## config.mk

```make
export PLATFORM = sky130hd
export DESIGN_NAME = nes_cart_loader_top
export DESIGN_NICKNAME = d
export VERILOG_FILES = /design/src/hdl/nes_loader_pkg.sv /design/src/hdl/ines_header_decoder.sv /design/src/hdl/rom_loader.sv /design/src/hdl/cheat_code_collector.sv /design/src/hdl/console_reset_gen.sv /design/src/hdl/nes_cart_loader_top.sv
export SDC_FILE = /design/constraint.sdc
export NUM_CORES = 1
export LEC_CHECK = 0
export BUFFER_PORTS_ARGS = -buffer_cell sky130_fd_sc_hd__buf_2
export CORE_MARGIN = 2
export CORE_UTILIZATION = 40
export CTS_BUF_LIST = sky130_fd_sc_hd__clkbuf_8
export DETAILED_ROUTE_END_ITERATION = 7
export PLACE_DENSITY = 0.7
export SLEW_MARGIN = 20
export SYNTH_ARGS = -nofsm -noshare
export SYNTH_HDL_FRONTEND = slang
export SYNTH_SLANG_ARGS = --single-unit
```

## constraint.sdc

```tcl
create_clock -name clk -period 4.35 [get_ports clk]
set_input_delay 0.2175 -clock clk [delete_from_list [all_inputs] [get_ports clk]]
set_output_delay 0.2175 -clock clk [all_outputs]
set_load 0.005 [all_outputs]
```

## src/hdl/nes_loader_pkg.sv

```systemverilog
// NES cartridge loader shared definitions
// Widths, iNES constants, bus structs and the loader state encoding

package nes_loader_pkg;

	//////////////////////////////////////////////////////////////////////
	// Vector types
	//////////////////////////////////////////////////////////////////////

	typedef logic [7:0]  byte_t;
	typedef logic [21:0] mem_addr_t;     // Cartridge memory space, 4 MB
	typedef logic [21:0] byte_count_t;
	typedef logic [24:0] dl_addr_t;      // Download byte index
	typedef logic [7:0]  filetype_t;

	//////////////////////////////////////////////////////////////////////
	// Bus structs
	//////////////////////////////////////////////////////////////////////

	// One byte strobe from the download port
	typedef struct packed {
		logic     wr;
		dl_addr_t addr;
		byte_t    data;
	} dl_byte_t;

	// One cartridge memory write
	typedef struct packed {
		logic      wr;
		mem_addr_t addr;
		byte_t     data;
	} rom_write_t;

	// Mapper configuration word handed to the console core
	typedef struct packed {
		logic [1:0] pad;
		logic [3:0] prg_ram_shift;  // NES 2.0 only, 64 << n bytes
		logic       has_saves;
		byte_t      submapper_byte; // NES 2.0 only
		logic       four_screen;
		logic       has_chr_ram;
		logic       mirroring;
		logic [2:0] chr_size;       // log2 of 8 KB pages
		logic [2:0] prg_size;       // log2 of 16 KB pages
		byte_t      mapper;
	} mapper_flags_t;

	// Cheat code, each field little endian within itself
	typedef struct packed {
		logic [31:0] flags;
		logic [31:0] address;
		logic [31:0] compare;
		logic [31:0] replace;
	} cheat_code_t;

	typedef enum logic [2:0] {
		LOAD_HEADER,
		LOAD_PRG,
		LOAD_CHR,
		LOAD_ERROR,
		LOAD_DONE
	} loader_state_e;

	//////////////////////////////////////////////////////////////////////
	// Constants
	//////////////////////////////////////////////////////////////////////

	localparam int          INES_HEADER_LEN        = 16;
	localparam logic [31:0] INES_MAGIC             = 32'h4E45_531A; // "NES" EOF
	localparam int          PRG_PAGE_SHIFT         = 14;            // 16 KB pages
	localparam int          CHR_PAGE_SHIFT         = 13;            // 8 KB pages
	localparam mem_addr_t   PRG_BASE_ADDR          = 22'h00_0000;
	localparam mem_addr_t   CHR_BASE_ADDR          = 22'h20_0000;
	localparam filetype_t   CHEAT_FILETYPE         = 8'hFF;
	localparam int          CHEAT_RECORD_LEN       = 16;
	localparam logic [7:0]  POST_LOAD_RESET_CYCLES = 8'd255;

endpackage

```

## src/hdl/ines_header_decoder.sv

```systemverilog
// iNES header decoder
// Checks a captured 16-byte header and derives the PRG/CHR sizes
// and the packed mapper flags, NES 2.0 aware

`timescale 1ns/1ns

module ines_header_decoder (
	input  nes_loader_pkg::byte_t         header [0:nes_loader_pkg::INES_HEADER_LEN-1],
	input  logic                          invert_mirroring,
	output logic                          header_ok,
	output nes_loader_pkg::byte_count_t   prg_bytes,
	output nes_loader_pkg::byte_count_t   chr_bytes,
	output nes_loader_pkg::mapper_flags_t flags
);

	logic is_nes20;
	logic is_dirty;
	logic tail_nonzero;

	// Smallest k with pages <= 2^k, saturating at 7
	function automatic logic [2:0] size_code(input nes_loader_pkg::byte_t pages);
		logic [2:0] code;
		code = 3'd7;
		for (int k = 6; k >= 0; k--) begin
			if (pages <= 8'(1 << k))
				code = 3'(k);
		end
		return code;
	endfunction

	//////////////////////////////////////////////////////////////////////
	// Header check and image sizes
	//////////////////////////////////////////////////////////////////////

	// Trainers are not supported
	assign header_ok = ({header[0], header[1], header[2], header[3]} ==
		nes_loader_pkg::INES_MAGIC) && !header[6][2];

	assign prg_bytes = nes_loader_pkg::byte_count_t'(header[4]) << nes_loader_pkg::PRG_PAGE_SHIFT;
	assign chr_bytes = nes_loader_pkg::byte_count_t'(header[5]) << nes_loader_pkg::CHR_PAGE_SHIFT;

	//////////////////////////////////////////////////////////////////////
	// Format detection
	//////////////////////////////////////////////////////////////////////

	assign is_nes20 = (header[7][3:2] == 2'b10);

	always_comb begin
		tail_nonzero = 1'b0;
		for (int i = 10; i < nes_loader_pkg::INES_HEADER_LEN; i++) begin
			tail_nonzero = tail_nonzero | (header[i] != 8'h00);
		end
	end

	// Old dumps often carry junk in the reserved bytes
	assign is_dirty = !is_nes20 && ((header[9][7:1] != 7'd0) || tail_nonzero);

	//////////////////////////////////////////////////////////////////////
	// Mapper flags
	//////////////////////////////////////////////////////////////////////

	always_comb begin
		flags                = '0;
		flags.mapper         = {is_dirty ? 4'h0 : header[7][7:4], header[6][7:4]};
		flags.prg_size       = size_code(header[4]);
		flags.chr_size       = size_code(header[5]);
		flags.mirroring      = header[6][0] ^ invert_mirroring;
		flags.has_chr_ram    = (header[5] == 8'h00);  // No CHR ROM pages
		flags.four_screen    = header[6][3];
		flags.has_saves      = header[6][1];          // Battery backed RAM
		flags.submapper_byte = is_nes20 ? header[8] : 8'h00;
		flags.prg_ram_shift  = is_nes20 ? header[10][3:0] : 4'h0;
	end

endmodule

```

## src/hdl/rom_loader.sv

```systemverilog
// iNES ROM loader
// Captures the header, then streams PRG and CHR bytes to the
// cartridge memory write port at their base addresses

`timescale 1ns/1ns

module rom_loader (
	input  logic                          clk,
	input  logic                          reset_nes,
	input  logic                          downloading,
	input  nes_loader_pkg::dl_byte_t      dl,
	input  logic                          invert_mirroring,
	output nes_loader_pkg::rom_write_t    rom_wr,
	output nes_loader_pkg::mapper_flags_t mapper_flags,
	output logic                          busy,
	output logic                          done,
	output logic                          error
);

	localparam logic [3:0] HDR_LAST = 4'(nes_loader_pkg::INES_HEADER_LEN - 1);

	nes_loader_pkg::loader_state_e state;
	nes_loader_pkg::byte_t         header_q [0:nes_loader_pkg::INES_HEADER_LEN-1];
	nes_loader_pkg::byte_t         hdr_view [0:nes_loader_pkg::INES_HEADER_LEN-1];
	nes_loader_pkg::byte_count_t   bytes_left;
	nes_loader_pkg::byte_count_t   chr_left;   // CHR size kept for the second phase
	nes_loader_pkg::mem_addr_t     mem_addr;
	nes_loader_pkg::byte_count_t   dec_prg_bytes;
	nes_loader_pkg::byte_count_t   dec_chr_bytes;
	nes_loader_pkg::mapper_flags_t dec_flags;
	logic [3:0]                    hdr_cnt;
	logic [3:0]                    cap_idx;
	logic                          cap_en;
	logic                          downloading_q;
	logic                          start;
	logic                          dec_ok;

	assign start = downloading && !downloading_q;

	//////////////////////////////////////////////////////////////////////
	// Header capture
	//////////////////////////////////////////////////////////////////////

	// First byte may land on the same cycle as the download start
	assign cap_en  = dl.wr && (start || state == nes_loader_pkg::LOAD_HEADER);
	assign cap_idx = start ? 4'd0 : hdr_cnt;

	always_ff @(posedge clk) begin
		if (cap_en)
			header_q[cap_idx] <= dl.data;
	end

	// Decoder sees the incoming byte so the last one counts immediately
	always_comb begin
		for (int i = 0; i < nes_loader_pkg::INES_HEADER_LEN; i++) begin
			hdr_view[i] = (cap_en && cap_idx == 4'(i)) ? dl.data : header_q[i];
		end
	end

	ines_header_decoder u_decoder (
		.header           (hdr_view),
		.invert_mirroring (invert_mirroring),
		.header_ok        (dec_ok),
		.prg_bytes        (dec_prg_bytes),
		.chr_bytes        (dec_chr_bytes),
		.flags            (dec_flags)
	);

	//////////////////////////////////////////////////////////////////////
	// Loader FSM
	//////////////////////////////////////////////////////////////////////

	always_ff @(posedge clk) begin
		if (reset_nes) begin
			state         <= nes_loader_pkg::LOAD_HEADER;
			hdr_cnt       <= 4'd0;
			bytes_left    <= '0;
			chr_left      <= '0;
			mem_addr      <= nes_loader_pkg::PRG_BASE_ADDR;
			busy          <= 1'b0;
			done          <= 1'b0;
			error         <= 1'b0;
			rom_wr.wr     <= 1'b0;
			downloading_q <= 1'b0;
		end else begin
			downloading_q <= downloading;
			rom_wr.wr     <= 1'b0;

			if (start) begin
				state   <= nes_loader_pkg::LOAD_HEADER;
				hdr_cnt <= dl.wr ? 4'd1 : 4'd0;
				busy    <= 1'b0;
				done    <= 1'b0;
				error   <= 1'b0;
			end else begin
				case (state)
					nes_loader_pkg::LOAD_HEADER: begin
						if (dl.wr) begin
							hdr_cnt <= hdr_cnt + 4'd1;
							if (hdr_cnt == HDR_LAST) begin
								busy         <= 1'b1;
								mapper_flags <= dec_flags;
								bytes_left   <= dec_prg_bytes;
								chr_left     <= dec_chr_bytes;
								mem_addr     <= nes_loader_pkg::PRG_BASE_ADDR;
								state        <= dec_ok ? nes_loader_pkg::LOAD_PRG
								                       : nes_loader_pkg::LOAD_ERROR;
							end
						end
					end
					nes_loader_pkg::LOAD_PRG, nes_loader_pkg::LOAD_CHR: begin
						if (bytes_left != '0) begin
							if (dl.wr) begin
								rom_wr.wr   <= 1'b1;
								rom_wr.addr <= mem_addr;
								rom_wr.data <= dl.data;
								mem_addr    <= mem_addr + 1'b1;
								bytes_left  <= bytes_left - 1'b1;
							end
						end else if (state == nes_loader_pkg::LOAD_PRG && chr_left != '0) begin
							state      <= nes_loader_pkg::LOAD_CHR;
							mem_addr   <= nes_loader_pkg::CHR_BASE_ADDR;
							bytes_left <= chr_left;
						end else begin
							state <= nes_loader_pkg::LOAD_DONE;  // Image complete
							done  <= 1'b1;
							busy  <= 1'b0;
						end
					end
					nes_loader_pkg::LOAD_ERROR: begin
						done  <= 1'b1;
						error <= 1'b1;
						busy  <= 1'b0;
					end
					default: begin
						// LOAD_DONE waits here for the next download
					end
				endcase
			end
		end
	end

endmodule

```

## src/hdl/cheat_code_collector.sv

```systemverilog
// Cheat code collector
// Gathers one 16-byte cheat record into a code word and
// flags it with a single-cycle valid pulse

`timescale 1ns/1ns

module cheat_code_collector (
	input  logic                        clk,
	input  logic                        reset_nes,
	input  nes_loader_pkg::dl_byte_t    dl,
	output nes_loader_pkg::cheat_code_t cheat_code,
	output logic                        cheat_valid
);

	localparam logic [3:0] LANE_LAST = 4'(nes_loader_pkg::CHEAT_RECORD_LEN - 1);

	nes_loader_pkg::cheat_code_t code_q;
	logic [3:0]                  lane;
	logic [6:0]                  lane_lsb;

	assign lane = dl.addr[3:0];

	// Record layout by lane
	//   0..3   flags     bits 127:96
	//   4..7   address   bits 95:64
	//   8..11  compare   bits 63:32
	//   12..15 replace   bits 31:0
	// Lowest lane of each field is its least significant byte
	assign lane_lsb = {~lane[3:2], lane[1:0], 3'b000};

	always_ff @(posedge clk) begin
		if (dl.wr)
			code_q[lane_lsb +: 8] <= dl.data;
	end

	always_ff @(posedge clk) begin
		if (reset_nes)
			cheat_valid <= 1'b0;
		else
			cheat_valid <= dl.wr && (lane == LANE_LAST);  // Last lane fills the record
	end

	assign cheat_code = code_q;

endmodule

```

## src/hdl/console_reset_gen.sv

```systemverilog
// Console reset generator
// Holds the console in reset until the first ROM download, during
// and shortly after every download, and while the loader reports an error

`timescale 1ns/1ns

module console_reset_gen (
	input  logic clk,
	input  logic reset_nes,
	input  logic downloading,
	input  logic loader_error,
	output logic console_reset
);

	logic       seen_download;
	logic [7:0] post_cnt;

	always_ff @(posedge clk) begin
		if (reset_nes) begin
			seen_download <= 1'b0;
			post_cnt      <= 8'd0;
		end else begin
			if (downloading) begin
				seen_download <= 1'b1;
				post_cnt      <= nes_loader_pkg::POST_LOAD_RESET_CYCLES;
			end else if (post_cnt != 8'd0) begin
				post_cnt <= post_cnt - 8'd1;  // Settle time after the load
			end
		end
	end

	assign console_reset = !seen_download
		|| (post_cnt != 8'd0)
		|| downloading
		|| loader_error;

endmodule

```

## src/hdl/nes_cart_loader_top.sv

```systemverilog
// NES cartridge loader top level
// Routes the download stream to the ROM loader or the cheat collector
// by file type and drives the console reset

`timescale 1ns/1ns

module nes_cart_loader_top (
	input  logic                          clk,
	input  logic                          reset_nes,
	input  logic                          downloading,
	input  nes_loader_pkg::filetype_t     filetype,
	input  nes_loader_pkg::dl_byte_t      dl,
	input  logic                          invert_mirroring,
	output nes_loader_pkg::rom_write_t    rom_wr,
	output nes_loader_pkg::mapper_flags_t mapper_flags,
	output logic                          loader_busy,
	output logic                          loader_done,
	output logic                          loader_error,
	output nes_loader_pkg::cheat_code_t   cheat_code,
	output logic                          cheat_valid,
	output logic                          console_reset
);

	nes_loader_pkg::dl_byte_t rom_dl;
	nes_loader_pkg::dl_byte_t cheat_dl;
	logic                     is_cheat;
	logic                     rom_downloading;

	//////////////////////////////////////////////////////////////////////
	// File type routing
	//////////////////////////////////////////////////////////////////////

	assign is_cheat        = (filetype == nes_loader_pkg::CHEAT_FILETYPE);
	assign rom_downloading = downloading && !is_cheat;  // Cheat files leave the console running

	always_comb begin
		rom_dl      = dl;
		rom_dl.wr   = dl.wr && !is_cheat;
		cheat_dl    = dl;
		cheat_dl.wr = dl.wr && is_cheat;
	end

	rom_loader u_rom_loader (
		.clk              (clk),
		.reset_nes        (reset_nes),
		.downloading      (rom_downloading),
		.dl               (rom_dl),
		.invert_mirroring (invert_mirroring),
		.rom_wr           (rom_wr),
		.mapper_flags     (mapper_flags),
		.busy             (loader_busy),
		.done             (loader_done),
		.error            (loader_error)
	);

	cheat_code_collector u_cheat (
		.clk         (clk),
		.reset_nes   (reset_nes),
		.dl          (cheat_dl),
		.cheat_code  (cheat_code),
		.cheat_valid (cheat_valid)
	);

	console_reset_gen u_reset_gen (
		.clk           (clk),
		.reset_nes     (reset_nes),
		.downloading   (rom_downloading),
		.loader_error  (loader_error),
		.console_reset (console_reset)
	);

endmodule

```

# == Word level (Yosys, flattened, before mapping) ==
# Memory sizes are Yosys's and may differ from the RTL's. A register that Yosys moved wholly into a read port is not among the register bits.
# Index checks and enable logic that the tools add are counted.
# word_totals
in_bits,46
ff_bits,254
memories,1
latchBits,0
out_inout_bits,196
ramBits,128
mem_bits_ro,0
# memory_table
name,depth,width,rd,rd_ports_with_merged_regs,wr,line,rtl
u_rom_loader.header_q,16,8,16,1,1,rom_loader.sv:23,nes_loader_pkg::byte_t header_q [0:nes_loader_pkg::INES_HEADER_LEN-1];
# classes
n_eq_ne,28
div_mod_pow,0
multipliers,0
n_lt_le_gt_ge,14
n_reduce_logical,69
add_sub_neg,5
n_bitwise,11
n_mux,64
shifts,2
# ops
cell,count
22-bit two-way mux,10
8-bit two-way mux,17
128-bit bitwise mux,1
8-bit by 9-bit variable shift with 128-bit output (first input constant),1
8-bit by 9-bit indexed part select with 128-bit output,1
22-bit case mux with 2 select lines,2
8-bit nonzero test,7
22-bit nonzero test,2
4-bit equality test (second input constant),9
32-bit by 31-bit equality test with 1-bit output (second input constant),1
31-bit two-way mux,1
1-bit logical AND,24
22-bit by 1-bit adder with 22-bit output (second input constant),1
22-bit by 1-bit subtractor with 22-bit output (second input constant),1
3-bit two-way mux,6
4-bit by 3-bit equality test with 1-bit output (second input constant),4
8-bit by 1-bit less-or-equal comparator with 1-bit output (second input constant),2
8-bit by 2-bit less-or-equal comparator with 1-bit output (second input constant),2
8-bit by 3-bit less-or-equal comparator with 1-bit output (second input constant),2
8-bit by 4-bit less-or-equal comparator with 1-bit output (second input constant),2
8-bit by 5-bit less-or-equal comparator with 1-bit output (second input constant),2
8-bit by 6-bit less-or-equal comparator with 1-bit output (second input constant),2
8-bit by 7-bit less-or-equal comparator with 1-bit output (second input constant),2
4-bit two-way mux,4
37 further kinds,87

# == Longest topological paths before layout ==
# depth
ltp_word,16
mapped_depth,10
mapped_depth_nobuf,8

# == By module ==
# A second synthesis with hierarchy kept.
# unflattened
hier_cells,1492
hier_area_um2,18277.5
# by_module_without_submodules
module,cells_each,area_per_inst_um2,instances
rom_loader,928,11522.3,1
cheat_code_collector,362,5255.0,1
ines_header_decoder,143,983.4,1
console_reset_gen,54,478.0,1
nes_cart_loader_top,5,38.8,1

# == Worst setup path before layout ==
# Ideal clock, no wire load.
# synth_timing
path_kind,reg-to-reg
startpoint,reg u_rom_loader.state[0]
endpoint,reg u_rom_loader.mapper_flags[0] (netlist name)
setup_time_ns,0.455
stages_incl_launch_ff,6
path_slack_ns,0.462
period_less_slack_ns,3.888
t_arrival_ns,3.434
t_required_ns,3.895
cell_sequence,dfxtp_1 > clkbuf_1 > nor3_1 > o211ai_1 > or2_1 > nor3_1
# synth_via
elab_chain_cells,2
# synth_rtl
item,line,rtl
"start, declared",rom_loader.sv:22,nes_loader_pkg::loader_state_e state;
"start signal, assigned",rom_loader.sv:75,state <= nes_loader_pkg::LOAD_HEADER;
"start signal, assigned",rom_loader.sv:90,state <= nes_loader_pkg::LOAD_HEADER;
"start signal, assigned",rom_loader.sv:106,state <= dec_ok ? nes_loader_pkg::LOAD_PRG
3-bit logical NOT,rom_loader.sv:96,case (state)
5-bit AND reduction (no source line),--,
# Every way passes these cells.
# A chain may end at the register's enable or synchronous reset.

# == Final worst setup path ==
# layout_timing
startpoint,reg u_rom_loader.bytes_left[4]
endpoint,reg u_rom_loader.mem_addr[13]
# layout_via
elab_chain_cells,3
elab_cells_between_ends,6
# layout_rtl
item,line,rtl
"start, declared",rom_loader.sv:25,nes_loader_pkg::byte_count_t bytes_left;
"start signal, assigned",rom_loader.sv:103,bytes_left <= dec_prg_bytes;
"start signal, assigned",rom_loader.sv:118,bytes_left <= bytes_left - 1'b1;
"start signal, assigned",rom_loader.sv:123,bytes_left <= chr_left;
22-bit nonzero test *,rom_loader.sv:112,if (bytes_left != '0) begin
"3-bit by 2-bit inequality test with 1-bit output (no source line), or another cell as far along",--,
6-bit AND reduction (no source line) or 22-bit case mux with 2 select lines (tied branches),--,
"end signal, assigned",rom_loader.sv:105,mem_addr <= nes_loader_pkg::PRG_BASE_ADDR;
"end signal, assigned",rom_loader.sv:117,mem_addr <= mem_addr + 1'b1;
"end signal, assigned",rom_loader.sv:122,mem_addr <= nes_loader_pkg::CHR_BASE_ADDR;
"end, declared",rom_loader.sv:27,nes_loader_pkg::mem_addr_t mem_addr;
# Every way passes the cells marked *; elsewhere a longest branch is shown, timed or not.

==> results.txt <==
Die Wd = 204 microns
Startpoint Class = flop
Syn-to-layout area delta = 18.8%
critical path class = reg2reg
detailed-routing wirelength on met1 = 17500 microns
register area share after synthesis = 0.680
Worst Hold Endpoint = u_rom_loader.mem_addr[1]$_SDFFE_PP0P_
Initial Util = 0.403
status = completed
Reg clk slew, reported paths = 60 ps
multiplexer share of the synthesized area = 0.0256
Final min period = 3370 ps
Worst Path Arrival = 3940 ps
core area = 39600 sq um
fin worst setup slack = 978 ps
area leader, netlist = edfxtp_1
post_cts resized = 0
Num CTS Buffers = 61
CP max FO = 48
Reg2Reg Setup Slack = 980 ps
GR Util All Layers = 0.183
Synth Instances = 1275
Core Util, Final = 0.479
main combinational cell family by area after synthesis = simple AND/OR/NAND/NOR gates
total negative setup slack = 0 ps
Max Freq = 297 MHz
Non-Filler Instances = 2100
Hold Startpoint = reset_nes
endpoints failing hold = 0
Primary FF master, synth = edfxtp_1
YS warnings = 0
Skew-Pair Late Insertion Delay = 650 ps
Unique masters post-synth = 78
die area = 41600 sq um
clock net sink count = 387
filler cell count = 3526
Logic pwr share = 0.036
Antenna Nets Post-Route = 0
relative slew slack = 0.303
via count = 11200
pwr dens = 388 nW/um^2
initial antenna violation count = 0
complex-gate fraction of the synthesized area = 0.0832
Worst EP required = 4920 ps
critical path endpoint category = flop
FF-to-FF path depth = 7
Pleak = 6.25 nW
RSZ-0062 raised after global routing = false
first-pass GRT wire length = 58900 microns
Max Slew Vio Count = 0
TritonCTS clock tree = done
max_cap viols = 0
DR vias/cell = 5.36
antenna diode count = 0
dpl cells = 1979
internal power = 5.73 mW
Synth Register Bits = 387
Rows = 73
Final setup viols = 0
mapped cell area = 16000 sq um
Hold Crit Depth = 2
met2 routed WL = 17600 microns
Synth top area share = 0.588
final instance area = 19000 sq um
chip height = 204 microns
worst hold slack = 156 ps
most frequent cell after synthesis = edfxtp_1
peak supply drop = 0.246 mV
number of remaining DRC errors = 0
Place WS = 1020 ps
Tcrit/Tclk final = 0.775
Post-Synth Simple-Gate Area = 0.177
gr ovfl total = 0
H-tree levels = 2
share of post-route cells with drive strength above 1 = 0.229
Final Power = 7.37 mW
clock root buffer = clkbuf_8
Switching Share = 0.222
number of global-route vias before repair = 10600
PortBufs = 218
drt total wl = 38700 microns
measured slew at the worst slew-check pin = 1040 ps
synthesized area per cell = 12.5 sq um
number of detailed-route iterations in the first pass = 6
NetSw = 1.64 mW
Worst R2R Start = u_rom_loader.bytes_left[4]$_SDFFE_PP0P_
number of flops mapped to enable cells by yosys = 313
routed len/inst = 18.4 microns
XOR/XNOR share of the synthesized area = 0.00548
largest net degree at the start of global routing = 49
Placed Area = 17700 sq um
Clock power frac = 0.419
final-stage net count = 1575
worst r2r dst = u_rom_loader.mem_addr[13]$_SDFFE_PP0P_
synth top area cells = edfxtp_1 (59%), dfxtp_1 (9.3%), nor2_1 (3.6%), and2_1 (2.7%), a21oi_1 (2.1%)
Post-synth top cells = edfxtp_1 (313), nor2_1 (154), nand2_1 (85), dfxtp_1 (74), and2_1 (68)
DR WL met3 = 2700 microns
detailed placer's ending HPWL = 24700 microns
clk_skew = 27.6 ps
FFs w/ async S/R, synth = 0
Clock Tree Buf Depth = 3
Reg power frac = 0.544
adder-cell share of the synthesized area = 0.00548
routability congestion estimate = 0.831
I/O pin count = 242
DR top layer = met4
First DRT Iteration DRCs = 761
worst hold path type = in2reg
## what timing repair did
item / CTS / global route
buffers inserted: 0 / 0
hold buffers: 5 / 0
endpoints found under the hold margin: 4 / 0
## layout by cell type, fill, tap and decap left out, types with 13 or more instances in the layout
cell and n:
or4_1 33, inv_1 47, nor2_1 154, edfxtp_1 313
nand3_1 28, a21oi_1 67, buf_4 25, mux2_2 14
nand4_1 17, buf_2 218, o21ai_0 22, and2_1 68
nor3_1 29, o21ai_1 13, mux2i_1 24, nand2_1 85
o31ai_1 23, nor4_1 26, or3_1 22, dfxtp_1 74
clkbuf_8 67
## critical path, stage by stage (launching register included)
cell	delay [ps]
dfxtp_1	360
or4_1	720
or4_4	590
o211ai_2	220
nand4_2	390
buf_12	340
or4_1	510
a21oi_1	160
## layout make-up
| cell class | instances | area [sq um] | share of cell area |
|---|---|---|---|
| sequential | 387 | 10900 | 0.573 |
| multi-input combinational | 795 | 4770 | 0.251 |
| timing repair buffer | 249 | 1350 | 0.0710 |
| clock buffer | 67 | 922 | 0.0485 |
| tap | 525 | 657 | 0.0346 |
| clock inverter | 49 | 324 | 0.0171 |
| inverter | 28 | 105 | 0.00553 |
## kinds of logic after synthesis
kind of cell | after synthesis
buffers and inverters | 94
other | 1
DFF | 387
muxes | 39
and+or+nand+nor | 535
AOI/OAI and AO/OA | 202
adders and majority gates | 7
xor gates and xnor gates | 10
## layer usage
metal | up-vias | track usage
met5 | - | 0
met2 | 482 | 0.289
met4 | 0 | 0.0665
met3 | 77 | 0.0336
li1 | 5304 | -
met1 | 5385 | 0.252
## worst max-delay path by stage
stage                                                        from                                     end  slack, ps  depth (start not counted)
after CTS                 u_rom_loader.bytes_left[4]$_SDFFE_PP0P_  u_rom_loader.mem_addr[13]$_SDFFE_PP0P_        990                          7
after global placement    u_rom_loader.bytes_left[4]$_SDFFE_PP0P_  u_rom_loader.mem_addr[15]$_SDFFE_PP0P_       1070                          7
after floorplan                u_rom_loader.state[0]$_SDFFE_PP0P_  u_rom_loader.mapper_flags[0]$_DFFE_PP_        460                          5
after detailed placement  u_rom_loader.bytes_left[4]$_SDFFE_PP0P_  u_rom_loader.mem_addr[13]$_SDFFE_PP0P_       1020                          7
after global routing      u_rom_loader.bytes_left[4]$_SDFFE_PP0P_  u_rom_loader.mem_addr[13]$_SDFFE_PP0P_        780                          7
final                     u_rom_loader.bytes_left[4]$_SDFFE_PP0P_  u_rom_loader.mem_addr[13]$_SDFFE_PP0P_        980                          7
## registers in the layout, summed over array words and instances, names as in the netlist
name                        cells
u_rom_loader.mapper_flags      30
u_rom_loader.bytes_left        22
u_cheat.cheat_valid             1
u_rom_loader.mem_addr          22
u_cheat.cheat_code            128
u_rom_loader.busy               1
u_rom_loader.downloading_q      1
u_rom_loader.header_q         125
u_rom_loader.state              3
u_reset_gen.post_cnt            8
u_rom_loader.error              1
u_reset_gen.seen_download       1
u_rom_loader.chr_left           8
u_rom_loader.hdr_cnt            4
u_rom_loader.done               1
u_rom_loader.rom_wr            31
## power groups by stage
stage	registers (mW)	clock network [mW]	logic (mW)
detailed placement	4.09	0	0.262
CTS	4.01	3.17	0.267
floorplan	4.08	0	0.157
global route	4.01	3.33	0.293
global placement	4.09	0	0.255
finish	4.01	3.09	0.266
No activity file was read; power rests on OpenSTA's default activity.
